--- config.mk ---
export PLATFORM = sky130hd
export DESIGN_NAME = crc16_gen
export DESIGN_NICKNAME = d
export VERILOG_FILES = /design/src/hdl/xmit_pkg.sv /design/src/hdl/crc16_gen.sv
export SDC_FILE = /design/constraint.sdc
export NUM_CORES = 1
export LEC_CHECK = 0
export BUFFER_PORTS_ARGS = -buffer_cell sky130_fd_sc_hd__buf_2
export CAP_MARGIN = 40
export CELL_PAD_IN_SITES_DETAIL_PLACEMENT = 1
export CELL_PAD_IN_SITES_GLOBAL_PLACEMENT = 1
export CORE_MARGIN = 2
export CORE_UTILIZATION = 36
export CTS_CLUSTER_DIAMETER = 30
export DETAILED_ROUTE_END_ITERATION = 10
export GPL_TIMING_DRIVEN = 0
export PLACE_DENSITY_LB_ADDON = 0.1
export RECOVER_POWER = 25
export SYNTH_ARGS = -nofsm -noshare
export SYNTH_HDL_FRONTEND = slang
export SYNTH_SLANG_ARGS = --single-unit
--- constraint.sdc ---
create_clock -name clk -period 1.3 [get_ports clk]
set_input_delay 0.065 -clock clk [delete_from_list [all_inputs] [get_ports clk]]
set_output_delay 0.065 -clock clk [all_outputs]
set_load 0.01 [all_outputs]
--- src/hdl/xmit_pkg.sv ---
`default_nettype none

package xmit_pkg;

    // one byte on the host, buffer and modulator paths
    typedef logic [7:0] byte_t;

    // frame buffer address, up to 512 bytes
    typedef logic [8:0] buf_addr_t;

    // running frame check sequence
    typedef logic [15:0] crc_t;

    // byte source for a buffer write
    typedef enum logic [1:0] {
        SRC_PREAMBLE,
        SRC_SFD,
        SRC_HOST,
        SRC_MAC
    } src_sel_t;

    // which wait the medium timer is running
    typedef enum logic [1:0] {
        TM_DIFS,
        TM_BACKOFF,
        TM_ACK
    } timer_mode_t;

    localparam byte_t PREAMBLE_BYTE = 8'h55;
    localparam byte_t SFD_BYTE      = 8'hd0;
    // frame types with special handling
    localparam byte_t FTYPE_NO_CRC  = 8'h30;
    localparam byte_t FTYPE_ACK_REQ = 8'h32;

    localparam int MAX_PAYLOAD  = 256;
    localparam int MAX_ATTEMPTS = 5;

endpackage

`default_nettype wire

--- src/hdl/crc16_gen.sv ---
`default_nettype none

module crc16_gen import xmit_pkg::*; (
    input  logic  clk,
    input  logic  rst,
    input  logic  crc_clr,
    input  logic  crc_en,
    input  logic  crc_xmit,
    input  byte_t rd_data,
    input  logic  mx_rdy,
    input  logic  mx_valid,
    output byte_t mx_data,
    output logic  crc_done
);

    localparam crc_t crc_poly = 16'h1021;
    localparam crc_t crc_init = 16'hffff;

    crc_t crc;
    logic lo_sel;
    logic take;

    // ccitt update, msb first
    function automatic crc_t crc_byte(crc_t c, byte_t d);
        crc_t r;
        r = c ^ {d, 8'h00};
        for (int i = 0; i < 8; i++)
            r = r[15] ? ({r[14:0], 1'b0} ^ crc_poly) : {r[14:0], 1'b0};
        return r;
    endfunction

    assign take     = mx_valid && mx_rdy;
    assign mx_data  = crc_xmit ? (lo_sel ? crc[7:0] : crc[15:8]) : rd_data;
    assign crc_done = crc_xmit && take && lo_sel;

    always_ff @(posedge clk) begin
        if (rst || crc_clr) begin
            crc    <= crc_init;
            lo_sel <= 1'b0;
        end else begin
            if (crc_en && take)
                crc <= crc_byte(crc, rd_data);
            if (crc_xmit && take)
                lo_sel <= !lo_sel;
        end
    end

endmodule

`default_nettype wire

==> flow_metrics.env <==
export IMPL_outcome="completed"
export IMPL_nets=165
export IMPL_dp_cells=168
export IMPL_critPathArrivalTime_ns=1.23
export IMPL_grt_pass1_vias=936
export IMPL_clockRootBuffer="clkbuf_4"
export IMPL_rows=20
export IMPL_finalMaxSlewViolations=0
export IMPL_cts_tree="done"
export IMPL_hpwl_um=1930
export IMPL_slowest_stage="dfxtp_4"
export IMPL_reg2reg_from="crc[9]$_SDFFE_PP1P_"
export IMPL_place_area_mm2=0.00126
export IMPL_drtIter0Drc=7
export IMPL_cts_buffer_depth=2
export IMPL_cts_sinks=17
export IMPL_hold_path_class="input port to flip-flop"
export IMPL_ios=24
export IMPL_vdd_ir_drop_max_v=0.000369
export IMPL_netSwitchingPower_mw=0.334
export IMPL_avgSynthCellArea_um2=9.78
export IMPL_grt_overflow_total=0
export IMPL_syn_to_final_growth_pct=33.9
export IMPL_dp_worst_setup_slack_ns=-0.215
export IMPL_post_synth_top_area_cell="dfxtp_1"
export IMPL_fp_dieW_um=59.4
export IMPL_fmax_mhz=774
export IMPL_worstPathCellList="buf_12 -> mux2i_2 -> a21oi_2 -> buf_2"
export IMPL_synth_top_area_share_pct=30.8
export IMPL_power_leakage_nw=0.666
export IMPL_fin_area_mm2=0.00148
export IMPL_relSlewSlack_pct=58.1
export IMPL_hold_violations=0
export IMPL_worstMarginPinSlew_ns=0.627
export IMPL_htreeDepth=1
export IMPL_final_cell_mix="buf_2 (22), nor2_1 (15), a21oi_1 (12)"
export IMPL_initial_core_util_pct=37.1
export IMPL_insertion_delay_ns=0.29
export IMPL_critPathKind="flip-flop to output port"
export IMPL_port_buffers=22
export IMPL_core_region_area_mm2=0.00298
export IMPL_skew_ns=0.000939
export IMPL_clk_pin_slew_worst_paths_ns=0.10
export IMPL_r2r_cells=3
export IMPL_die_area_mm2=0.00353
export IMPL_synth_distinct_cells=19
export IMPL_dr_pass1_iters=2
export IMPL_routed_wl_um=2790
export IMPL_syn_area_mm2=0.00110
export IMPL_slowest_delay_ns=0.39
export IMPL_vias_per_cell=5.15
export IMPL_rsz0062_at_grt="yes"
export IMPL_grt_antenna_before_repair=0
export IMPL_grt_util_all_layers_pct=16.7
export IMPL_cp_start_kind="flip-flop"
export IMPL_combPwrFrac_pct=29.4
export IMPL_utilization_pct=49.7
export IMPL_seqPwrFrac_pct=46.2
export IMPL_grt_max_degree=11
export IMPL_hold_start="rst"
export IMPL_ys_seq_elements=17
export IMPL_cellPowerDensity_mw_per_mm2=798
export IMPL_power_total_mw=1.18
export IMPL_drc=0
export IMPL_endpoint_kind="output port"
export IMPL_min_period_over_period_pct=99.4
export IMPL_cp_max_fo=5
export IMPL_p_int_mw=0.847
export IMPL_swShare_pct=28.3
export IMPL_synth_fp_nets=128
export IMPL_n_antenna_cell=0
export IMPL_die_h_um=59.4
export IMPL_drive_gt1_share_pct=35.6
export IMPL_p_clk_share_pct=24.5
export IMPL_cp_data_required_time_ns=1.24
export IMPL_ant_nets=0
export IMPL_final_cells=182
export IMPL_wl_per_cell_um=15.3
export IMPL_setup_ws_ns=0.00817
export IMPL_grt_pass1_wl_um=4330
export IMPL_cts_made_buffers=3
export IMPL_finalSetupViolations=0
export IMPL_final_common_cell="buf_2"
export IMPL_hold_depth=3
export IMPL_yosysWarnings=0
export IMPL_place_congestion=0.708
export IMPL_vias=937
export IMPL_startpoint="lo_sel$_SDFFE_PP0P_"
export IMPL_fin_crit_ns=1.29
export IMPL_seq_area_frac_synth_pct=30.8
export IMPL_cap_violations=0
export IMPL_postCtsHoldBufs=0
export IMPL_synthTopCellsByArea="dfxtp_1 (31%), xnor3_1 (14%), mux2i_1 (8.2%)"
export IMPL_netlist_instances=113
[cell families (layout without fill, tap and decap cells)]
group | after synthesis | after routing | synth area share (%)
AOI/OAI and AO/OA | 28 | 28 | 14.9
xor gates and xnor gates | 25 | 25 | 34.0
buffers and inverters | 8 | 44 | 2.83
DFF | 17 | 17 | 30.8
muxes | 9 | 9 | 8.15
and+or+nand+nor | 26 | 26 | 9.29
[power by group through the flow]
stage	clock network [mW]	registers, mW	logic [mW]
5_1_grt	0.330	0.547	0.375
6_report	0.289	0.545	0.347
4_1_cts	0.305	0.547	0.341
3_5_place_dp	0	0.556	0.291
3_3_place_gp	0	0.555	0.284
2_1_floorplan	0	0.553	0.210
[cell usage after synthesis]
library cell	count
or2_2	1
xor2_2	1
o21ai_0	5
xor3_1	2
clkbuf_1	6
nor2_1	15
inv_1	1
nand3_1	2
nand2_1	8
buf_2	1
xnor2_2	3
dfxtp_1	17
xor2_1	3
xnor2_1	9
a22oi_1	3
mux2i_1	9
a21oi_1	13
xnor3_1	7
o211ai_1	7
[through the flow]
stage	hold WS [ns]	setup TNS, ns
final	0.106	0
after global routing	0.126	-0.457
after CTS	0.0920	0
after detailed placement	0.402	-1.91
after global placement	0.399	-1.36
after floorplan	0.232	0
[what timing repair did]
action / in CTS / in global routing
gates cloned: 0 / 1
resized for setup: 13 / 9
setup buffers: 8 / 1
hold endpoints to repair: 0 / 0
endpoints found under the setup margin: 15 / 13
pin swaps: 6 / 5
[worst paths after layout]
kind         slack (ns)                  end
max reg2reg        0.05  crc[6]$_SDFFE_PP1P_
min reg2reg        0.52  crc[2]$_SDFFE_PP1P_
max               0.008           mx_data[4]
min                0.11  crc[4]$_SDFFE_PP1P_
[final cells by class]
cell class | instances | area, µm²
buffer | 7 | 43.8
clock buffer | 4 | 26.3
fill | 353 | 1500
inverter | 1 | 3.75
multi-input combinational | 88 | 808
sequential | 17 | 353
tap | 33 | 41.3
timing repair buffer | 32 | 203
[critical path, delay by kind of cell, from the launching register on]
kind,cells,cell delay [ns]
AOI/OAI and AO/OA,1,0.06
buffers and inverters,2,0.26
DFF,1,0.39
muxes,1,0.22
[per-layer routing]
metal	global-route usage (%)	share of wire (%)	up-vias	wire, µm
met5	0	0	-	0
met4	4.87	0	0	0
met3	1.97	2.0	0	56
met2	29.7	51	11	1420
met1	21.0	47	463	1320
li1	-	-	463	-
[flip-flops by register name (all words and copies together), names as in the netlist]
register  cells
crc          16
lo_sel        1
Power figures use the tool's default switching activity.
