--- src/hdl/xmit_pkg.sv ---
`default_nettype none

package xmit_pkg;

    // one byte on the host, buffer and modulator paths
    typedef logic [7:0] byte_t;

    // frame buffer address, up to 512 bytes
    typedef logic [8:0] buf_addr_t;

    // running frame check sequence
    typedef logic [15:0] crc_t;

    // byte source for a buffer write
    typedef enum logic [1:0] {
        SRC_PREAMBLE,
        SRC_SFD,
        SRC_HOST,
        SRC_MAC
    } src_sel_t;

    // which wait the medium timer is running
    typedef enum logic [1:0] {
        TM_DIFS,
        TM_BACKOFF,
        TM_ACK
    } timer_mode_t;

    localparam byte_t PREAMBLE_BYTE = 8'h55;
    localparam byte_t SFD_BYTE      = 8'hd0;
    // frame types with special handling
    localparam byte_t FTYPE_NO_CRC  = 8'h30;
    localparam byte_t FTYPE_ACK_REQ = 8'h32;

    localparam int MAX_PAYLOAD  = 256;
    localparam int MAX_ATTEMPTS = 5;

endpackage

`default_nettype wire

--- src/hdl/medium_timer.sv ---
`default_nettype none

module medium_timer import xmit_pkg::*; #(
    parameter int difs_ticks = 16,
    parameter int slot_ticks = 4,
    parameter int ack_ticks  = 64
) (
    input  logic        clk,
    input  logic        rst,
    input  logic        tick,
    input  logic        timer_start,
    input  timer_mode_t timer_mode,
    output logic        timer_expired
);

    logic [15:0] lfsr;
    logic [15:0] count;
    logic [15:0] load_val;
    logic        active;

    always_comb begin
        case (timer_mode)
            TM_ACK:     load_val = 16'(ack_ticks);
            // difs plus 0..15 random slots
            TM_BACKOFF: load_val = 16'(difs_ticks) + 16'(lfsr[3:0]) * 16'(slot_ticks);
            default:    load_val = 16'(difs_ticks);
        endcase
    end

    always_ff @(posedge clk) begin
        if (rst) begin
            lfsr          <= 16'hace1;
            count         <= '0;
            active        <= 1'b0;
            timer_expired <= 1'b0;
        end else begin
            // x^16 + x^14 + x^13 + x^11
            lfsr          <= {lfsr[14:0], lfsr[15] ^ lfsr[13] ^ lfsr[12] ^ lfsr[10]};
            timer_expired <= 1'b0;
            if (timer_start) begin
                count  <= load_val;
                active <= 1'b1;
            end else if (active && tick) begin
                if (count <= 16'd1) begin
                    active        <= 1'b0;
                    timer_expired <= 1'b1;
                end else begin
                    count <= count - 16'd1;
                end
            end
        end
    end

endmodule

`default_nettype wire

--- config.mk ---
export PLATFORM = sky130hd
export DESIGN_NAME = medium_timer
export DESIGN_NICKNAME = d
export VERILOG_FILES = /design/src/hdl/xmit_pkg.sv /design/src/hdl/medium_timer.sv
export SDC_FILE = /design/constraint.sdc
export NUM_CORES = 1
export LEC_CHECK = 0
export ABC_AREA = 1
export BUFFER_PORTS_ARGS = -buffer_cell sky130_fd_sc_hd__buf_2
export CORE_MARGIN = 5
export CORE_UTILIZATION = 60
export DETAILED_ROUTE_END_ITERATION = 12
export GPL_ROUTABILITY_DRIVEN = 1
export PLACE_DENSITY_LB_ADDON = 0.1
export SLEW_MARGIN = 30
export SYNTH_ARGS = -nofsm -noshare
export SYNTH_HDL_FRONTEND = slang
export SYNTH_SLANG_ARGS = --single-unit
--- constraint.sdc ---
create_clock -name clk -period 3.21 [get_ports clk]
set_input_delay 0.642 -clock clk [delete_from_list [all_inputs] [get_ports clk]]
set_output_delay 0.642 -clock clk [all_outputs]
set_load 0.01 [all_outputs]
==> impl_metrics.csv <==
group,metric,value,unit
finish,finalNetCount,256,
cts,post_cts.repair.setup_buffers,0,
floorplan,die_area,3920,µm²
cts,cts_buffers,5,
setup_path,r2r-end,"count[7]",
power,seqPwrFrac,45.9,%
setup_path,r2r_slack,1520,ps
cts,clock_latency,350,ps
synthesis,synthesis.instances,235,
setup_path,cp-end-kind,"flop",
global_routing,overflow,0,
finish,num_antenna_cells,0,
floorplan,initial_core_util,61.2,%
drt,wirelength,3110,µm
global_routing,antenna_found_initial,0,
drt,vias,1398,
setup_path,crit_start,"count[0]",
sta,finalHoldViolCount,0,
power,clkPwrFrac,30.8,%
power,p_total,1040,µW
global_routing,grt_use_total,17.1,%
drt,drtIter0Drc,71,
setup_path,cp.required,3500,ps
drt,viasPerCell,5.05,
sta,rsz0062_at_grt,"false",
sta,worst_clock_skew,11.5,ps
setup_path,path_common_cell,"nand2_1",
floorplan,rows,19,
power,power.leakage,0.000864,µW
floorplan,io_pins,7,
placed_design,gp_congestion,0.904,
sta,max_slew_margin,70.6,%
sta,finalCritPeriodShare,52.6,%
cts,path_clk_slew,120,ps
drt,route.detailed.wl_per_inst,11.2,µm
job,drv_cap,0,
global_routing,grt_max_degree,24,
cts,ctsResizeCount,0,
sta,setup_viol,0,
synthesis,seq_area_frac_synth,41.0,%
worst_hold_path,hold_depth,1,
sta,fmax,0.592,GHz
drt,drt-pass1-iter-count,4,
sta,period_minus_slack,1690,ps
synthesis,yosys.cell_types.count,25,
synthesis,yosysWarnings,0,
setup_path,worst_ep_arrival_time,1970,ps
placed_design,dp_hpwl,2260,µm
setup_path,critical_path_class,"reg -> reg",
floorplan,core,2710,µm²
power,switching_share,32.5,%
setup_path,cp_max_fo,19,
cts,cts_root_buf,"clkbuf_4",
finish,final_layout_size_suffix_gt1_share,11.4,%
sta,worst_pin_slew,439,ps
setup_path,worstReg2RegStart,"count[0]",
cts,clk_path_buf_depth,2,
finish,area_growth,7.99,%
cts,htreeDepth,2,
power,vdd_drop_max,491,µV
synthesis,ys_ff_latch,34,
synthesis,ys_top_cells_by_area,"dfxtp_1 (41%), nor2_1 (13%), nand2_1 (9.5%)",
synthesis,yosysTopAreaCell,"dfxtp_1",
cts,clock_sinks,34,
cts,cts_tree,"built",
floorplan,die-width,62.6,µm
floorplan,die-height,62.6,µm
worst_hold_path,hold_class,"reg -> reg",
synthesis,synthesis.nets,246,
setup_path,slowest_delay,380,ps
setup_path,crit_chain,"inv_1 -> ha_1 -> inv_1 -> nand2_1 -> nand2_1 -> nor2_2 -> nand2_4 -> nand2_8 -> nand2_8 -> nand2_1 -> nand2_1 -> nand2_1 -> nor2_1",
global_routing,grt_pass1_wl,5470,µm
power,p_sw,337,µW
drt,drtAntennaViolNets,0,
status,status,"finished, final reports clean",
synthesis,syn_area_per_cell,7.06,µm²
cts,postCtsHoldBufs,0,
setup_path,cp_slowest_cell,"dfxtp_1",
drt,drc,0,
global_routing,first_global_vias,1269,
worst_hold_path,worstHoldEndpoint,"lfsr[15]",
worst_hold_path,min_from,"lfsr[14]",
synthesis,synth_top_area_share,41.0,%
sta,setup_tns,0,ps
power,p_int,700,µW
power,cellPowerDensity,579,nW/µm²
synthesis,syn_area,1660,µm²
setup_path,startpoint_type,"flop",
placed_design,io_buffers,6,
setup_path,reg2regPathDepth,13,
sta,slew_violations,0,
power,combPwrFrac,23.3,%
-- stage by stage --
step / std cells / setup WS [ps] / hold slack (ps) / instance area [µm²] / utilization [%]
detailed placement: 269 / 1510 / 396 / 1710 / 63.1
CTS: 277 / 1520 / 418 / 1790 / 66.1
floorplan: 235 / 1700 / 388 / 1660 / -
global route: 277 / 1370 / 434 / 1790 / 66.1
global placement: 269 / 1490 / 392 / 1710 / 63.1
finish: 277 / 1520 / 414 / 1790 / 66.1
-- layer usage --
metal | global-route usage [%] | vias to the layer above | wire (µm)
met2 | 26.8 | 33 | 1360
met1 | 21.5 | 601 | 1510
met4 | 7.96 | 0 | 77
met5 | 0 | - | 0
met3 | 4.68 | 8 | 164
li1 | - | 756 | -
-- how the worst max path moves through the flow --
| stage | slack [ps] | depth (start not counted) | endpoint |
|---|---|---|---|
| 2_1_floorplan | 1700 | 13 | count[8] |
| 6_report | 1520 | 13 | count[7] |
| 3_3_place_gp | 1490 | 4 | timer_expired |
| 3_5_place_dp | 1510 | 4 | timer_expired |
| 5_1_grt | 1370 | 13 | count[7] |
| 4_1_cts | 1520 | 13 | count[7] |
-- power groups by stage --
stage | logic (µW) | registers, µW | clock network (µW)
2_1_floorplan | 199 | 479 | 0
3_3_place_gp | 237 | 485 | 0
3_5_place_dp | 239 | 485 | 0
4_1_cts | 240 | 476 | 329
5_1_grt | 275 | 480 | 348
6_report | 242 | 476 | 319
-- placed cells by master (no fill, tap or decap), types with 3 or more instances in the layout --
master / n
clkbuf_4: 5
nand3_1: 14
or2_2: 7
inv_1: 29
a21oi_1: 16
xor2_1: 3
nor3_1: 4
ha_1: 5
o21ai_0: 5
buf_2: 6
o21ai_1: 3
nand2_1: 42
nor2_1: 57
dfxtp_1: 34
-- worst max-delay path: cells and delay by family, from the launching register on --
kind,cells,cell delay [ps]
flops,1,380
fa+ha+maj,1,190
simple gates,10,860
buf+inv,2,210
-- synthesized netlist by cell type --
cell type and n:
nand2_8 2, buf_6 1, nand2_4 1, clkbuf_1 2
nand3_1 14, xor2_1 3, nor2_4 1, dfxtp_1 34
inv_1 29, or2_2 7, clkinv_4 1, nor4_1 1
o21ai_0 5, o21ai_1 3, nand2_1 42, nand4_1 1
a21oi_4 1, a21oi_1 16, o22ai_1 1, nor2_1 57
nor3_1 4, a31oi_1 1, nor2_2 1, ha_1 5
xnor2_1 2
-- registers in the layout, indices dropped and copies added, names as in the netlist --
name,cells
count,16
lfsr,16
active,1
timer_expired,1
-- area by class of cell --
class / count / area (µm²)
Sequential cell: 34 / 681
Multi-Input combinational cell: 168 / 842
Inverter: 30 / 118
Clock buffer: 5 / 37.5
Fill cell: 271 / 918
Tap cell: 31 / 38.8
Clock inverter: 3 / 45.0
Timing Repair Buffer: 6 / 30.0
-- kinds of logic after synthesis --
family	Yosys count	share of synthesized area, %
DFF	34	41.0
buffers and inverters	33	8.22
xor gates and xnor gates	5	2.64
AOI/OAI and AO/OA	27	8.97
and+or+nand+nor	131	35.4
adders and majority gates	5	3.77
No activity file was read; power rests on OpenSTA's default activity.
