`config.mk`:
```
export PLATFORM = sky130hd
export DESIGN_NAME = xmit_controller
export DESIGN_NICKNAME = d
export VERILOG_FILES = /design/src/hdl/xmit_pkg.sv /design/src/hdl/xmit_controller.sv
export SDC_FILE = /design/constraint.sdc
export NUM_CORES = 1
export LEC_CHECK = 0
export ABC_AREA = 1
export BUFFER_PORTS_ARGS = -buffer_cell sky130_fd_sc_hd__buf_2
export CORE_AREA = 4 4 74 76
export CTS_CLUSTER_DIAMETER = 40
export DETAILED_ROUTE_END_ITERATION = 10
export DIE_AREA = 0 0 78 80
export GPL_TIMING_DRIVEN = 1
export PLACE_DENSITY_LB_ADDON = 0.08
export SYNTH_ARGS = -nofsm -noshare
export SYNTH_HDL_FRONTEND = slang
export SYNTH_SLANG_ARGS = --single-unit
```
`constraint.sdc`:
```
create_clock -name clk -period 1.5 [get_ports clk]
set_clock_uncertainty 0.05 [all_clocks]
set_input_delay 0.15 -clock clk [delete_from_list [all_inputs] [get_ports clk]]
set_output_delay 0.15 -clock clk [all_outputs]
set_load 0.005 [all_outputs]
```
`src/hdl/xmit_pkg.sv`:
```
`default_nettype none

package xmit_pkg;

    // one byte on the host, buffer and modulator paths
    typedef logic [7:0] byte_t;

    // frame buffer address, up to 512 bytes
    typedef logic [8:0] buf_addr_t;

    // running frame check sequence
    typedef logic [15:0] crc_t;

    // byte source for a buffer write
    typedef enum logic [1:0] {
        SRC_PREAMBLE,
        SRC_SFD,
        SRC_HOST,
        SRC_MAC
    } src_sel_t;

    // which wait the medium timer is running
    typedef enum logic [1:0] {
        TM_DIFS,
        TM_BACKOFF,
        TM_ACK
    } timer_mode_t;

    localparam byte_t PREAMBLE_BYTE = 8'h55;
    localparam byte_t SFD_BYTE      = 8'hd0;
    // frame types with special handling
    localparam byte_t FTYPE_NO_CRC  = 8'h30;
    localparam byte_t FTYPE_ACK_REQ = 8'h32;

    localparam int MAX_PAYLOAD  = 256;
    localparam int MAX_ATTEMPTS = 5;

endpackage

`default_nettype wire

```
`src/hdl/xmit_controller.sv`:
```
`default_nettype none

module xmit_controller import xmit_pkg::*; #(
    parameter int preamble_len = 2
) (
    input  logic        clk,
    input  logic        rst,
    input  logic        xvalid,
    input  logic        xsend,
    output logic        xrdy,
    output logic        xbusy,
    input  logic        cardet,
    input  logic        ack_received,
    input  logic        mx_rdy,
    output logic        mx_valid,
    output logic [3:0]  xerrcnt,
    output logic        wr_en,
    output src_sel_t    src_sel,
    output logic        buf_restart,
    output logic        rd_en,
    input  buf_addr_t   wr_count,
    input  buf_addr_t   rd_count,
    input  byte_t       frame_type,
    output logic        crc_clr,
    output logic        crc_en,
    output logic        crc_xmit,
    input  logic        crc_done,
    output logic        timer_start,
    output timer_mode_t timer_mode,
    input  logic        timer_expired
);

    typedef enum logic [3:0] {
        LOAD_PRE, LOAD_SFD, IDLE, LOAD_MAC, LOAD_TYPE, LOAD_DATA,
        SEND_FETCH, SEND_DATA, SEND_CRC, WAIT_DIFS, WAIT_BACKOFF, WAIT_ACK
    } state_t;

    // destination is the first byte covered by the crc
    localparam buf_addr_t crc_first = buf_addr_t'(preamble_len + 2);

    state_t     state, next;
    logic [7:0] pre_ct;
    logic [7:0] data_ct;
    logic [2:0] attempt_ct;
    logic       sending;
    logic       frame_end;
    logic       give_up;
    logic       retry;

    assign sending  = (state == SEND_FETCH) || (state == SEND_DATA) || (state == SEND_CRC);
    assign xrdy     = (state == IDLE) || (state == LOAD_TYPE) || (state == LOAD_DATA);
    assign mx_valid = ((state == SEND_DATA) || (state == SEND_CRC)) && !cardet;
    assign crc_xmit = (state == SEND_CRC);
    assign crc_en   = (state == SEND_DATA) && (rd_count >= crc_first);

    always_ff @(posedge clk) begin
        if (rst) begin
            state      <= LOAD_PRE;
            pre_ct     <= '0;
            data_ct    <= '0;
            attempt_ct <= '0;
            xbusy      <= 1'b0;
            xerrcnt    <= '0;
        end else begin
            state  <= next;
            pre_ct <= (state == LOAD_PRE) ? pre_ct + 8'd1 : 8'd0;
            if (state == IDLE) begin
                data_ct    <= '0;
                attempt_ct <= '0;
            end
            if (state == LOAD_DATA && xvalid)
                data_ct <= data_ct + 8'd1;
            if (retry)
                attempt_ct <= attempt_ct + 3'd1;
            if (state == IDLE && xvalid)
                xbusy <= 1'b1;
            else if (frame_end)
                xbusy <= 1'b0;
            if (give_up && xerrcnt != 4'hf)
                xerrcnt <= xerrcnt + 4'd1;
        end
    end

    always_comb begin
        next        = state;
        wr_en       = 1'b0;
        src_sel     = SRC_HOST;
        rd_en       = 1'b0;
        buf_restart = 1'b0;
        crc_clr     = 1'b0;
        timer_start = 1'b0;
        timer_mode  = TM_DIFS;
        frame_end   = 1'b0;
        give_up     = 1'b0;
        retry       = 1'b0;
        case (state)
            LOAD_PRE: begin
                // fresh crc for the frame about to be built
                crc_clr = 1'b1;
                wr_en   = 1'b1;
                src_sel = SRC_PREAMBLE;
                if (pre_ct == 8'(preamble_len - 1))
                    next = LOAD_SFD;
            end
            LOAD_SFD: begin
                wr_en   = 1'b1;
                src_sel = SRC_SFD;
                next    = IDLE;
            end
            IDLE: begin
                // destination byte from the host
                if (xvalid) begin
                    wr_en = 1'b1;
                    next  = LOAD_MAC;
                end
            end
            LOAD_MAC: begin
                wr_en   = 1'b1;
                src_sel = SRC_MAC;
                next    = LOAD_TYPE;
            end
            LOAD_TYPE: begin
                if (xvalid) begin
                    wr_en = 1'b1;
                    next  = LOAD_DATA;
                end
            end
            LOAD_DATA: begin
                if (xvalid) begin
                    wr_en = 1'b1;
                    if (xsend || data_ct == 8'(MAX_PAYLOAD - 1))
                        next = SEND_FETCH;
                end
            end
            SEND_FETCH: begin
                rd_en = 1'b1;
                next  = SEND_DATA;
            end
            SEND_DATA: begin
                if (mx_rdy) begin
                    if (rd_count == wr_count) begin
                        if (frame_type == FTYPE_NO_CRC) begin
                            frame_end = 1'b1;
                            next      = LOAD_PRE;
                        end else begin
                            next = SEND_CRC;
                        end
                    end else begin
                        rd_en = 1'b1;
                    end
                end
            end
            SEND_CRC: begin
                if (crc_done) begin
                    if (frame_type == FTYPE_ACK_REQ) begin
                        timer_start = 1'b1;
                        timer_mode  = TM_ACK;
                        next        = WAIT_ACK;
                    end else begin
                        frame_end = 1'b1;
                        next      = LOAD_PRE;
                    end
                end
            end
            WAIT_DIFS, WAIT_BACKOFF: begin
                if (timer_expired) begin
                    if (cardet) begin
                        timer_start = 1'b1;
                        timer_mode  = TM_BACKOFF;
                        next        = WAIT_BACKOFF;
                    end else begin
                        next = SEND_FETCH;
                    end
                end
            end
            WAIT_ACK: begin
                if (ack_received) begin
                    frame_end = 1'b1;
                    next      = LOAD_PRE;
                end else if (timer_expired) begin
                    if (attempt_ct < 3'(MAX_ATTEMPTS)) begin
                        retry       = 1'b1;
                        buf_restart = 1'b1;
                        crc_clr     = 1'b1;
                        next        = SEND_FETCH;
                    end else begin
                        give_up   = 1'b1;
                        frame_end = 1'b1;
                        next      = LOAD_PRE;
                    end
                end
            end
            default: next = LOAD_PRE;
        endcase
        // carrier on the medium: abandon and rewind to the first byte
        if (sending && cardet) begin
            next        = WAIT_DIFS;
            rd_en       = 1'b0;
            buf_restart = 1'b1;
            crc_clr     = 1'b1;
            timer_start = 1'b1;
            timer_mode  = TM_DIFS;
            frame_end   = 1'b0;
        end
    end

    a_no_valid_while_ready: assert property (@(posedge clk) disable iff (rst)
        !(mx_valid && xrdy));

    // buffer contents stay fixed while a frame is on the air
    a_no_write_while_sending: assert property (@(posedge clk) disable iff (rst)
        mx_valid |-> !wr_en);

endmodule

`default_nettype wire

```
==> qor.csv <==
metric;value;unit
status;finished with violations;
violations;negative setup slack;
timing.fmax;0.5588;GHz
worstPathCellList;inv_4 -> nor2_4 -> inv_2 -> nor2_4 -> buf_6 -> nand2_4 -> inv_2 -> nand2_1 -> a21oi_1 -> buf_2;
peakVddDrop;0.7402;mV
cts_buffer_depth;2;
syn_inst;299;
drc;0;
rows;25;
path_delay_family;buffers and inverters;
holdWs;0.1012;ns
synth_cell_types;33;
synthAdderAreaFrac;0.03296;
dp_cells;451;
r2r-start;state[2];
grt_use_total;0.1768;
clock_latency;0.27;ns
synth-simple-area-share;0.3982;
finalWirelength;5567;um
r2r_slack;-0.17;ns
switching_share;0.4136;
rsz0062_at_grt;yes;
worstPathArrival;1.59;ns
reg2reg_depth;10;
worstPathRequired;1.30;ns
synth_area;0.001898;mm2
initial_utilization;0.4019;
vias;2212;
path_max_fanout;4;
synth_compound_area_frac;0.1318;
avgRoutedWirePerCell;11.84;um
combPwrFrac;0.565;
hold_viol_final;0;
min_to;xbusy;
dp_slack;-0.1627;ns
crit_path_max_incr_delay;0.39;ns
yosys_warnings;0;
drt_first_pass_iters;6;
grt-ovfl-total;0;
place_congestion;0.8556;
grt_pass1_vias;2040;
clock-sinks;28;
grt_pass1_wl;9032;um
leakage;1.408;nW
hp-start;xvalid;
num_antenna_cells;0;
setup_violations;21;
dpl.hpwl;4056;um
synth.mux.area_fraction;0;
coreArea;0.004723;mm2
drive_above_1_share;0.4467;
finalMaxSlewViolations;0;
critPathSlowestCell;dfxtp_4;
synth_area_leaders;dfxtp_1, nand2_1, inv_1;
p_switching;0.001347;W
cts_buffers;3;
synth_seq_cells;28;
yosysSeqAreaShare;0.2953;
cellInternalPower;0.001910;W
numPortBuffers;52;
reg2reg_to;state[1];
avgSynthCellArea;6.348;um2
critPathKind;flip-flop to output pin;
post-route-period-util;1.193;
synth_top_area_frac;0.2953;
synthXorXnorAreaFrac;0.03691;
path_buf_inv;5;
htreeDepth;1;
fin_crit;1.790;ns
io_pins;53;
worstHoldPathType;input port to flip-flop;
die_w;78;um
stdcell_count;470;
fin_ws;-0.2895;ns
slew_headroom;0.7687;
max_slew.worst_pin.slew;0.3469;ns
design_area;0.002935;mm2
dieArea;0.006240;mm2
nets;444;
cts_root_buffer;clkbuf_8;
power_frac_seq;0.290;
drtIter0Drc;111;
syn_nets;339;
grt_max_degree;16;
yosys.area.top_type;dfxtp_1;
postCtsHoldBufs;0;
cts_tree;built;
placed_area;0.002494;mm2
via_per_inst;4.706;
hold_depth;3;
start_kind;flip-flop;
end_kind;output pin;
fp.dieH;80;um
antenna_left;0;
synth_top_family_by_area;simple AND/OR/NAND/NOR gates;
p_clk_frac;0.146;
maxCapViolCount;0;
antenna_found_initial;0;
clkTransAtPathRegs;0.09;ns
p_per_area;1110;mW/mm2
synthToLayoutAreaGrowth;54.65;%
## timing repair
item,CTS,global route
pin swaps,11,23
buffers inserted,10,6
cloned,0,0
resized for setup,36,49
setup endpoints to repair,20,35
## how the worst max path moves through the flow
| stage | start | end | slack (ns) | depth (start not counted) |
|---|---|---|---|---|
| after global routing | state[3] | timer_mode[1] | -0.35 | 10 |
| after detailed placement | data_ct[0] | state[3] | -0.16 | 8 |
| final | state[2] | rd_en | -0.29 | 10 |
| after global placement | data_ct[0] | state[0] | -0.14 | 8 |
| after floorplan | data_ct[0] | state[0] | 0.04 | 8 |
| after CTS | state[2] | crc_clr | -0.25 | 10 |
## synthesized netlist by cell type, drive strengths merged
cell,count
xnor2,8
nand4,3
inv,49
o221ai,1
nor3,16
o21a,1
clkinv,3
a221oi,2
nand3,18
nor4,1
a21boi,1
nand3b,2
a21oi,17
o21ai,21
nor3b,1
nor2,47
ha,5
dfxtp,28
and3,1
clkbuf,1
or2,1
nand2,70
a22oi,2
## per-layer routing
layer	GRT usage	vias up	part of all wire
met3	0.03047	8	0.035
met5	0	-	0
met4	0.05070	0	0.015
met1	0.2239	997	0.45
li1	-	1171	-
met2	0.3074	36	0.50
## power groups by stage
stage	sequential (W)	combinational, W	clock (W)
finish	0.000944	0.00184	0.000474
global route	0.000956	0.00202	0.000527
CTS	0.000912	0.00158	0.000493
detailed placement	0.000890	0.00135	0
global placement	0.000888	0.00135	0
floorplan	0.000883	0.000770	0
## per-stage QoR
| stage | power, W | utilization | setup TNS, ns |
|---|---|---|---|
| finish | 0.003257 | 0.6215 | -3.049 |
| global route | 0.003504 | 0.6215 | -5.139 |
| CTS | 0.002983 | 0.5756 | -2.599 |
| detailed placement | 0.002244 | 0.5279 | -1.035 |
| global placement | 0.002242 | 0.5279 | -0.8404 |
| floorplan | 0.001653 | - | 0 |
## cell families (layout without fill, tap and decap cells)
group	count (synthesis)	count (layout)
buffers and inverters	53	157
XOR/XNOR	8	8
AND/OR/NAND/NOR	160	160
AO/OA/AOI/OAI	45	45
flip-flops	28	28
adder cells (fa/ha/maj)	5	5
## registers in the layout, indices dropped and copies added (netlist names)
| register | cells |
|---|---|
| data_ct | 8 |
| state | 4 |
| attempt_ct | 3 |
| xbusy | 1 |
| pre_ct | 8 |
| xerrcnt | 4 |
## cell usage in the layout, fill, tap and decap left out, drive strengths merged, types with 8 or more instances in the layout
master / count
buf: 101
nand2: 70
inv: 50
nor2: 47
dfxtp: 28
o21ai: 21
nand3: 18
a21oi: 17
nor3: 16
xnor2: 8
## worst reg2reg max path: cells and delay by family (launching register included)
family	cells	cell delay [ns]
and+or+nand+nor	6	0.64
DFF	1	0.38
buffers and inverters	3	0.33
AOI/OAI and AO/OA	1	0.17
## area by class of cell
| cell class | instances | area (um2) |
|---|---|---|
| clock buffers | 4 | 55.05 |
| repair buffers | 101 | 643.1 |
| multi-input cells | 218 | 1368 |
| inverters | 52 | 207.7 |
| well taps | 67 | 83.83 |
| fillers | 460 | 1788 |
| flip-flops and latches | 28 | 578.1 |
Note: power is estimated with default switching activity, not from simulation.
