File: config.mk
export PLATFORM = sky130hd
export DESIGN_NAME = frame_assembler
export DESIGN_NICKNAME = d
export VERILOG_FILES = /design/src/hdl/xmit_pkg.sv /design/src/hdl/frame_assembler.sv
export SDC_FILE = /design/constraint.sdc
export NUM_CORES = 1
export LEC_CHECK = 0
export ABC_AREA = 1
export BUFFER_PORTS_ARGS = -buffer_cell sky130_fd_sc_hd__buf_2
export CORE_MARGIN = 5
export CORE_UTILIZATION = 30
export DETAILED_ROUTE_END_ITERATION = 8
export GPL_TIMING_DRIVEN = 0
export PLACE_DENSITY = 0.58
export SETUP_SLACK_MARGIN = 0.5
export SLEW_MARGIN = 20
export SYNTH_ARGS = -nofsm -noshare
export SYNTH_HDL_FRONTEND = slang
export SYNTH_SLANG_ARGS = --single-unit
File: constraint.sdc
create_clock -name clk -period 1.4 [get_ports clk]
set_clock_uncertainty 0.05 [all_clocks]
set_input_delay 0.42 -clock clk [delete_from_list [all_inputs] [get_ports clk]]
set_output_delay 0.42 -clock clk [all_outputs]
set_load 0.005 [all_outputs]
File: src/hdl/xmit_pkg.sv
`default_nettype none

package xmit_pkg;

    // one byte on the host, buffer and modulator paths
    typedef logic [7:0] byte_t;

    // frame buffer address, up to 512 bytes
    typedef logic [8:0] buf_addr_t;

    // running frame check sequence
    typedef logic [15:0] crc_t;

    // byte source for a buffer write
    typedef enum logic [1:0] {
        SRC_PREAMBLE,
        SRC_SFD,
        SRC_HOST,
        SRC_MAC
    } src_sel_t;

    // which wait the medium timer is running
    typedef enum logic [1:0] {
        TM_DIFS,
        TM_BACKOFF,
        TM_ACK
    } timer_mode_t;

    localparam byte_t PREAMBLE_BYTE = 8'h55;
    localparam byte_t SFD_BYTE      = 8'hd0;
    // frame types with special handling
    localparam byte_t FTYPE_NO_CRC  = 8'h30;
    localparam byte_t FTYPE_ACK_REQ = 8'h32;

    localparam int MAX_PAYLOAD  = 256;
    localparam int MAX_ATTEMPTS = 5;

endpackage

`default_nettype wire

File: src/hdl/frame_assembler.sv
`default_nettype none

module frame_assembler import xmit_pkg::*; (
    input  logic     clk,
    input  logic     rst,
    input  src_sel_t src_sel,
    input  logic     wr_en,
    input  logic     xvalid,
    input  byte_t    xdata,
    input  byte_t    mac,
    output byte_t    wr_data,
    output byte_t    frame_type
);

    // host bytes written since the preamble, saturates at 2
    logic [1:0] host_idx;
    logic       host_wr;

    assign host_wr = wr_en && (src_sel == SRC_HOST) && xvalid;

    always_comb begin
        case (src_sel)
            SRC_PREAMBLE: wr_data = PREAMBLE_BYTE;
            SRC_SFD:      wr_data = SFD_BYTE;
            SRC_MAC:      wr_data = mac;
            default:      wr_data = xdata;
        endcase
    end

    always_ff @(posedge clk) begin
        if (rst) begin
            host_idx   <= '0;
            frame_type <= '0;
        end else if (wr_en && src_sel == SRC_PREAMBLE) begin
            host_idx <= '0;
        end else if (host_wr) begin
            if (host_idx != 2'd2)
                host_idx <= host_idx + 2'd1;
            // second host byte is the frame type
            if (host_idx == 2'd1)
                frame_type <= xdata;
        end
    end

endmodule

`default_nettype wire

==> summary.md, run 1 <==
| Metric | Value |
|---|---|
| Peak VDD IR | 510.3 uV |
| Height of the die | 55.02 um |
| CP Launch Type | input port |
| Minimum clock period | 1.387 ns |
| Largest net degree at the start of global routing | 9 |
| Number of global-route vias before repair | 721 |
| Total global routing overflow | 0 |
| Clock Sinks | 10 |
| DR pass1 iterations | 4 |
| Crit share post-route | 99.09% |
| Core region area | 1942 sq um |
| Drc violations | 0 |
| Worst Path Required | 0.93 ns |
| Non-Filler Instances | 178 |
| Layout cell share with drive strength beyond 1 | 59.60% |
| Worst slew margin | 81.12% |
| Critical path peak fanout | 5 |
| Cells after Synth | 103 |
| Seq/Total Area, Yosys | 32.92% |
| Rows | 16 |
| Post-DP HPWL | 1.351 mm |
| CTS buffer count | 3 |
| Hold slack | 0.3572 ns |
| Root buf cell | clkbuf_4 |
| Total GRT Usage | 14.40% |
| # IOs | 38 |
| Clk_lat worst skew | 0.26 ns |
| H-tree Lvls | 1 |
| Clock buffer depth | 2 |
| Starting Density | 31.31% |
| Setup Slack @ Placement | -0.1934 ns |
| Commonest non-fill, non-tap cells in the layout | 31 x buf_2, 28 x nand2_1, 14 x inv_1 |
| Syn Area/Cell | 5.904 sq um |
| Max-slew violations | 0 |
| Distinct cells, synth | 13 |
| Die W | 55.02 um |
| Placed instance count | 167 |
| Syn nets | 127 |
| CTS clk-pin slew, worst paths | 0.06 ns |
| Post-synthesis register bit count | 10 |
| Crit Path Class | input port to output pin |
| Multi-input logic area | 462.9 sq um |
| Post-Layout Inst Area | 1184 sq um |
| Power per cell area | 546.8 nW/um^2 |
| Status | completed |
| Yosys warnings | 0 |
| Crit. End Element | output pin |
| Most common cell after layout, fill and taps aside | buf_2 |
| Placed instance area | 882.1 sq um |
| ANT cells | 0 |
| Post-route ant nets | 0 |
| Die ar. | 3027 sq um |
| Final hold vios | 0 |
| Starting DRT DRC Count | 4 |
| RSZ-0062 raised after global routing | true |
| Seq. cell area | 212.7 sq um |
| Setup ws final | 0.01273 ns |
| Total power | 647.2 uW |
| Worst-margin pin slew | 0.2829 ns |
| Worst min path class | input port to register |
| Setup tns final | 0 ns |
| Leak Pwr | 0.6205 nW |
| Final core occ | 60.95% |
| Gpl congestion | 0.7779 |
| Fmax | 0.7208 GHz |
| Nets | 177 |
| Vias | 765 |
| Initial antenna violation count | 0 |
| MaxCap Viol Count | 0 |
| Routed WL per cell | 11.29 um |
| Post-Route WL | 2.010 mm |
| Area grow syn2layout | 94.65% |
| Arrival time at the worst endpoint | 0.92 ns |
| CTS tree | done |
| First-pass GRT wire length | 3.077 mm |
| Vias per inst | 4.298 |
| Worst reg2reg setup slack | 0.30 ns |
| Fillers | 185 |
| Final setup viols | 0 |
| Mapped cell area | 608.1 sq um |
| Buffers on Ports | 37 |
-- what timing repair did --
item,CTS,global route
hold buffers,0,0
pin swaps,10,11
resized for setup,37,21
endpoints found under the setup margin,26,26
gates cloned,1,0
hold endpoints to repair,0,0
setup buffers,6,1
-- final cells by class --
| class | instances | area share, % |
|---|---|---|
| inverters | 19 | 8.245 |
| well taps | 27 | 2.854 |
| repair buffers | 45 | 28.65 |
| clock buffers | 3 | 1.903 |
| flip-flops and latches | 10 | 17.97 |
| plain buffers | 1 | 1.268 |
| multi-input cells | 73 | 39.11 |
-- kinds of logic after synthesis --
| family | after synthesis | synth area share, % |
|---|---|---|
| fa+ha+maj | 2 | 4.115 |
| flops | 10 | 32.92 |
| simple gates | 65 | 44.44 |
| buf+inv | 20 | 13.58 |
| compound gates | 6 | 4.937 |
-- synth_stat cells --
cell type | instances | share of area [%]
nor2_4 | 1 | 1.9
buf_6 | 1 | 1.9
nand2_2 | 3 | 3.1
ha_1 | 2 | 4.1
dfxtp_1 | 10 | 33
inv_1 | 18 | 11
a21oi_1 | 3 | 2.5
nand2_4 | 1 | 1.9
nor2_1 | 24 | 15
o21ai_0 | 3 | 2.5
inv_2 | 1 | 0.62
nand3_1 | 3 | 2.5
nand2_1 | 33 | 20
-- where the power goes --
| part | internal [mW] | leakage [nW] | switching, mW |
|---|---|---|---|
| Clock | 0.0993 | 0.0138 | 0.0966 |
| Sequential | 0.286 | 0.0857 | 0.00130 |
| Combinational | 0.0782 | 0.521 | 0.0855 |
| Total | 0.464 | 0.620 | 0.183 |
-- layer usage --
metal	routed length, um	global-route usage [%]	share of wire, %
met1	758	15.73	38
met2	1134	26.38	56
met5	0	0	0
met3	104	5.630	5.2
met4	12	2.429	0.60
-- sequential cells by signal, indices dropped and copies added (netlist names) --
signal,flops
host_idx,2
frame_type,8
-- path summary, 6_finish.rpt --
kind,start,end,cells past startpoint
setup / recovery,src_sel[0],wr_data[0],6
hold / removal,xdata[3],frame_type[3]$_SDFFE_PP0P_,3
setup reg to reg,host_idx[1]$_SDFFE_PP0P_,frame_type[0]$_SDFFE_PP0P_,7
hold reg to reg,host_idx[0]$_SDFFE_PP0P_,host_idx[0]$_SDFFE_PP0P_,2
-- critical path, cell delays in order --
cell	delay, ns
buf_12	0.13
nand2_8	0.10
inv_6	0.05
nand2_2	0.05
nand2_1	0.05
buf_2	0.12
Note: power is estimated with default switching activity, not from simulation.
==> run 2, diff against run 1 <==
--- a/config.mk
+++ b/config.mk
@@ -6,7 +6,7 @@
 export NUM_CORES = 1
 export LEC_CHECK = 0
 export ABC_AREA = 1
-export BUFFER_PORTS_ARGS = -buffer_cell sky130_fd_sc_hd__buf_2
+export BUFFER_PORTS_ARGS = -buffer_cell sky130_fd_sc_hd__clkbuf_2
 export CORE_MARGIN = 5
 export CORE_UTILIZATION = 30
 export DETAILED_ROUTE_END_ITERATION = 8
==> summary.md, run 2 (synthesis results as in run 1) <==
| Metric | Value |
|---|---|
| Status | complete, but fails checks |
| Failing checks | negative setup slack |
| Layout cell share with drive strength beyond 1 | 68.67% |
| Clock buffer depth | 2 |
| Crit share post-route | 100.5% |
| Cts hold-fix bufs | 0 |
| Die W | 55.02 um |
| CTS clk-pin slew, worst paths | 0.06 ns |
| Top reg by flops | frame_type |
| Die ar. | 3027 sq um |
| CTS tree | done |
| Max-slew violations | 0 |
| # IOs | 38 |
| Clock Sinks | 10 |
| Gpl congestion | 0.7598 |
| Reg2reg start | host_idx[0]$_SDFFE_PP0P_ |
| H-tree Lvls | 1 |
| Vias | 768 |
| Largest net degree at the start of global routing | 9 |
| Final hold vios | 0 |
| Minimum clock period | 1.407 ns |
| DR pass1 iterations | 2 |
| Crit. End Element | output pin |
| Nets | 176 |
| Non-Filler Instances | 177 |
| Multi-input logic area | 508.0 sq um |
| CTS buffer count | 3 |
| Number of global-route vias before repair | 761 |
| MaxCap Viol Count | 0 |
| First-pass GRT wire length | 3.194 mm |
| Most common cell after layout, fill and taps aside | clkbuf_2 |
| Hold slack | 0.3450 ns |
| Worst min path class | input port to register |
| Clk_lat worst skew | 0.26 ns |
| Buffers on Ports | 37 |
| Total global routing overflow | 0 |
| Drc violations | 0 |
| Setup ws final | -0.007417 ns |
| Root buf cell | clkbuf_4 |
| Core region area | 1942 sq um |
| Number of flip-flops in the largest register | 8 |
| Worst slew margin | 76.99% |
| Seq. cell area | 215.2 sq um |
| RSZ-0062 raised after global routing | true |
| Crit Path Class | input port to output pin |
| Starting DRT DRC Count | 6 |
| Height of the die | 55.02 um |
| Fillers | 188 |
| Post-route ant nets | 0 |
| Power per cell area | 526.6 nW/um^2 |
| Post-DP HPWL | 1.339 mm |
| Routed WL per cell | 10.62 um |
| ANT cells | 0 |
| Worst Hold Launch | xdata[5] |
| Worst Path Required | 0.93 ns |
| Final core occ | 62.95% |
| Critical path peak fanout | 4 |
| Initial antenna violation count | 0 |
| Fmax | 0.7105 GHz |
| Leak Pwr | 0.6049 nW |
| Arrival time at the worst endpoint | 0.94 ns |
| Area grow syn2layout | 101.0% |
| Peak VDD IR | 581.7 uV |
| Vias per inst | 4.339 |
| Rows | 16 |
| Worst-margin pin slew | 0.3447 ns |
| Commonest non-fill, non-tap cells in the layout | 30 x clkbuf_2, 18 x nand2_1, 14 x nor2_1 |
| Setup tns final | -0.01091 ns |
| Biggest regs | frame_type: 8 flops, host_idx: 2 flops |
| Post-Route WL | 1.879 mm |
| Placed instance count | 167 |
| Worst Setup SP | src_sel[0] |
| CP Launch Type | input port |
| Placed instance area | 882.1 sq um |
| Total GRT Usage | 15.07% |
| Final setup viols | 2 |
| Starting Density | 31.31% |
| Post-Layout Inst Area | 1222 sq um |
==> run 2: changes by cell type in the layout (fill, tap and decap cells not counted), sizes merged <==
| cell | change |
|---|---|
| buf | -33 |
| clkbuf | +32 |
==> run 2: per-layer routing <==
metal,global-route usage [%],share of wire (%),up-vias
met3,5.630,6.0,2
met1,16.88,37,343
met4,3.644,0.64,0
li1,-,-,404
met5,0,0,-
met2,26.77,56,19
==> run 2: layout make-up <==
class	count	share of cell area [%]
Inverter	19	8.188
Multi-Input combinational cell	73	41.56
Timing Repair Buffer	44	26.82
Tap cell	27	2.764
Buffer	1	1.228
Sequential cell	10	17.60
Clock buffer	3	1.842
==> run 2: metrics by stage <==
stage	power, mW	worst slack (ns)
6_report	0.6438	-0.007417
5_1_grt	0.6911	-0.07559
4_1_cts	0.6473	-0.01724
3_5_place_dp	0.4129	-0.2176
3_3_place_gp	0.4116	-0.2117
2_1_floorplan	0.3453	0.2612
==> run 2: report_power, final <==
group / switching (mW) / internal [mW]
clock network: 0.0950 / 0.0993
logic: 0.0835 / 0.0789
registers: 0.00227 / 0.285
==> run 2: worst max-delay path, cell delays in order <==
cell and delay, ns:
clkbuf_16 0.15, nor2_4 0.14, nand2_1 0.06, nand2_1 0.06, clkbuf_2 0.10
==> run 2: final timing paths <==
path / to / slack (ns) / cells after the start
worst max-delay path: wr_data[5] / -0.007 / 5
worst min-delay path: frame_type[5]$_SDFFE_PP0P_ / 0.35 / 3
worst min register to register: host_idx[0]$_SDFFE_PP0P_ / 0.46 / 2
worst max register to register: frame_type[5]$_SDFFE_PP0P_ / 0.32 / 6
==> run 2: timing repair <==
action | 4_1_cts | 5_1_grt
gates cloned | 1 | 0
resized for setup | 51 | 21
endpoints found under the setup margin | 26 | 26
pin swaps | 13 | 9
setup buffers | 3 | 3
==> run 3, diff against run 2 <==
--- a/config.mk
+++ b/config.mk
@@ -7,12 +7,13 @@
 export LEC_CHECK = 0
 export ABC_AREA = 1
 export BUFFER_PORTS_ARGS = -buffer_cell sky130_fd_sc_hd__clkbuf_2
+export CAP_MARGIN = 20
 export CORE_MARGIN = 5
 export CORE_UTILIZATION = 30
 export DETAILED_ROUTE_END_ITERATION = 8
 export GPL_TIMING_DRIVEN = 0
 export PLACE_DENSITY = 0.58
-export SETUP_SLACK_MARGIN = 0.5
+export SETUP_SLACK_MARGIN = 0.2
 export SLEW_MARGIN = 20
 export SYNTH_ARGS = -nofsm -noshare
 export SYNTH_HDL_FRONTEND = slang
==> summary.md, run 3 (synthesis results as in run 1) <==
| Metric | Value |
|---|---|
| Worst-margin pin slew | 0.2853 ns |
| Reg2reg start | host_idx[1]$_SDFFE_PP0P_ |
| Post-Layout Inst Area | 1092 sq um |
| Status | complete, but fails checks |
| # IOs | 38 |
| Worst Setup SP | src_sel[0] |
| Leak Pwr | 0.6147 nW |
| Commonest non-fill, non-tap cells in the layout | 30 x clkbuf_2, 28 x nand2_1, 16 x inv_1 |
| Worst Hold Launch | xdata[0] |
| Post-route ant nets | 0 |
| Top reg by flops | frame_type |
| Buffers on Ports | 37 |
| Drc violations | 0 |
| Total GRT Usage | 12.58% |
| Post-Route WL | 1.810 mm |
| Most common cell after layout, fill and taps aside | clkbuf_2 |
| Worst Path Required | 0.93 ns |
| Routed WL per cell | 10.23 um |
| Number of flip-flops in the largest register | 8 |
| Rows | 16 |
| Height of the die | 55.02 um |
| CTS clk-pin slew, worst paths | 0.07 ns |
| Hold slack | 0.3467 ns |
| Clock Sinks | 10 |
| Die W | 55.02 um |
| Setup ws final | -0.01208 ns |
| Number of global-route vias before repair | 637 |
| RSZ-0062 raised after global routing | true |
| Fillers | 202 |
| Arrival time at the worst endpoint | 0.94 ns |
| Gpl congestion | 0.8106 |
| Initial antenna violation count | 0 |
| Layout cell share with drive strength beyond 1 | 53.33% |
| Post-DP HPWL | 1.332 mm |
| Root buf cell | clkbuf_4 |
| First-pass GRT wire length | 2.704 mm |
| Fmax | 0.7082 GHz |
| Critical path peak fanout | 4 |
| Largest net degree at the start of global routing | 11 |
| MaxCap Viol Count | 0 |
| Failing checks | negative setup slack |
| Internal cell power | 514.0 uW |
| Clock buffer depth | 2 |
| Clock share of power | 37.6% |
| Starting DRT DRC Count | 5 |
| Total global routing overflow | 0 |
| CTS tree | done |
| Power per cell area | 631.4 nW/um^2 |
| Crit. End Element | output pin |
| Core region area | 1942 sq um |
| Final hold vios | 0 |
| CP Launch Type | input port |
| Worst min path class | input port to register |
| Vias | 731 |
| Switching power of the nets | 175.7 uW |
| Peak VDD IR | 541.5 uV |
| Die ar. | 3027 sq um |
| Sequential power share | 41.6% |
| ANT cells | 0 |
| H-tree Lvls | 1 |
| Area grow syn2layout | 79.63% |
| Final core occ | 56.25% |
| Clk_lat worst skew | 0.26 ns |
| Final setup viols | 3 |
| Biggest regs | frame_type: 8 flops, host_idx: 2 flops |
| DR pass1 iterations | 4 |
| Minimum clock period | 1.412 ns |
| Nets | 175 |
| Vias per inst | 4.130 |
| Max-slew violations | 0 |
| Crit share post-route | 100.9% |
| Starting Density | 31.31% |
| Sw Share | 25.47% |
| CTS buffer count | 3 |
| Worst slew margin | 80.96% |
| Placed instance area | 829.5 sq um |
| Combinational share of power | 20.8% |
| Crit Path Class | input port to output pin |
[run 3: power by group through the flow]
stage / clock [mW] / sequential (mW) / combinational, mW
finish: 0.259 / 0.287 / 0.143
floorplan: 0 / 0.294 / 0.0431
global route: 0.288 / 0.287 / 0.160
global placement: 0 / 0.294 / 0.103
CTS: 0.267 / 0.287 / 0.131
detailed placement: 0 / 0.294 / 0.104
[run 3: per-stage QoR]
stage	std cells	setup slack, ns	power [mW]	setup TNS [ns]
detailed placement	167	-0.1949	0.3975	-1.016
floorplan	103	0.2095	0.3367	0
finish	177	-0.01208	0.6897	-0.02476
global placement	167	-0.1830	0.3968	-0.9214
CTS	172	-0.03475	0.6850	-0.09584
global route	177	-0.07900	0.7349	-0.2510
[run 3: worst paths after layout]
check                                             endpoint  slack [ns]  cells after the start
worst max-delay path                            wr_data[3]       -0.01                      5
worst min-delay path            frame_type[0]$_SDFFE_PP0P_        0.35                      3
worst max register to register  frame_type[0]$_SDFFE_PP0P_        0.24                      7
worst min register to register    host_idx[0]$_SDFFE_PP0P_        0.43                      2
[run 3: repair_timing]
item                                   in CTS  in global routing
endpoints found under the hold margin       0                  0
gates resized for setup                    23                 32
setup endpoints to repair                  11                 24
setup buffers                               1                  4
pin swaps                                   5                  7
gates cloned                                0                  1
hold buffers                                0                  0
[run 3: cell type report]
cell class	instances	area, sq um	area share, %
Clock buffer	4	36.28	3.322
Tap cell	27	33.78	3.093
Timing Repair Buffer	43	314.1	28.75
Sequential cell	10	210.2	19.24
Inverter	19	86.33	7.904
Buffer	1	15.01	1.375
Multi-Input combinational cell	73	396.6	36.31
[run 3: critical path: stages]
cell and delay (ns):
clkbuf_16 0.14, nor2_4 0.15, nand2_1 0.07, nand2_1 0.05, clkbuf_2 0.10
[run 3: metal layers]
| metal | up-vias | routed length [um] | GRT usage [%] |
|---|---|---|---|
| li1 | 398 | - | - |
| met1 | 310 | 752 | 14.49 |
| met2 | 23 | 910 | 21.65 |
| met3 | 0 | 147 | 6.166 |
| met4 | 0 | 0 | 1.215 |
| met5 | - | 0 | 0 |
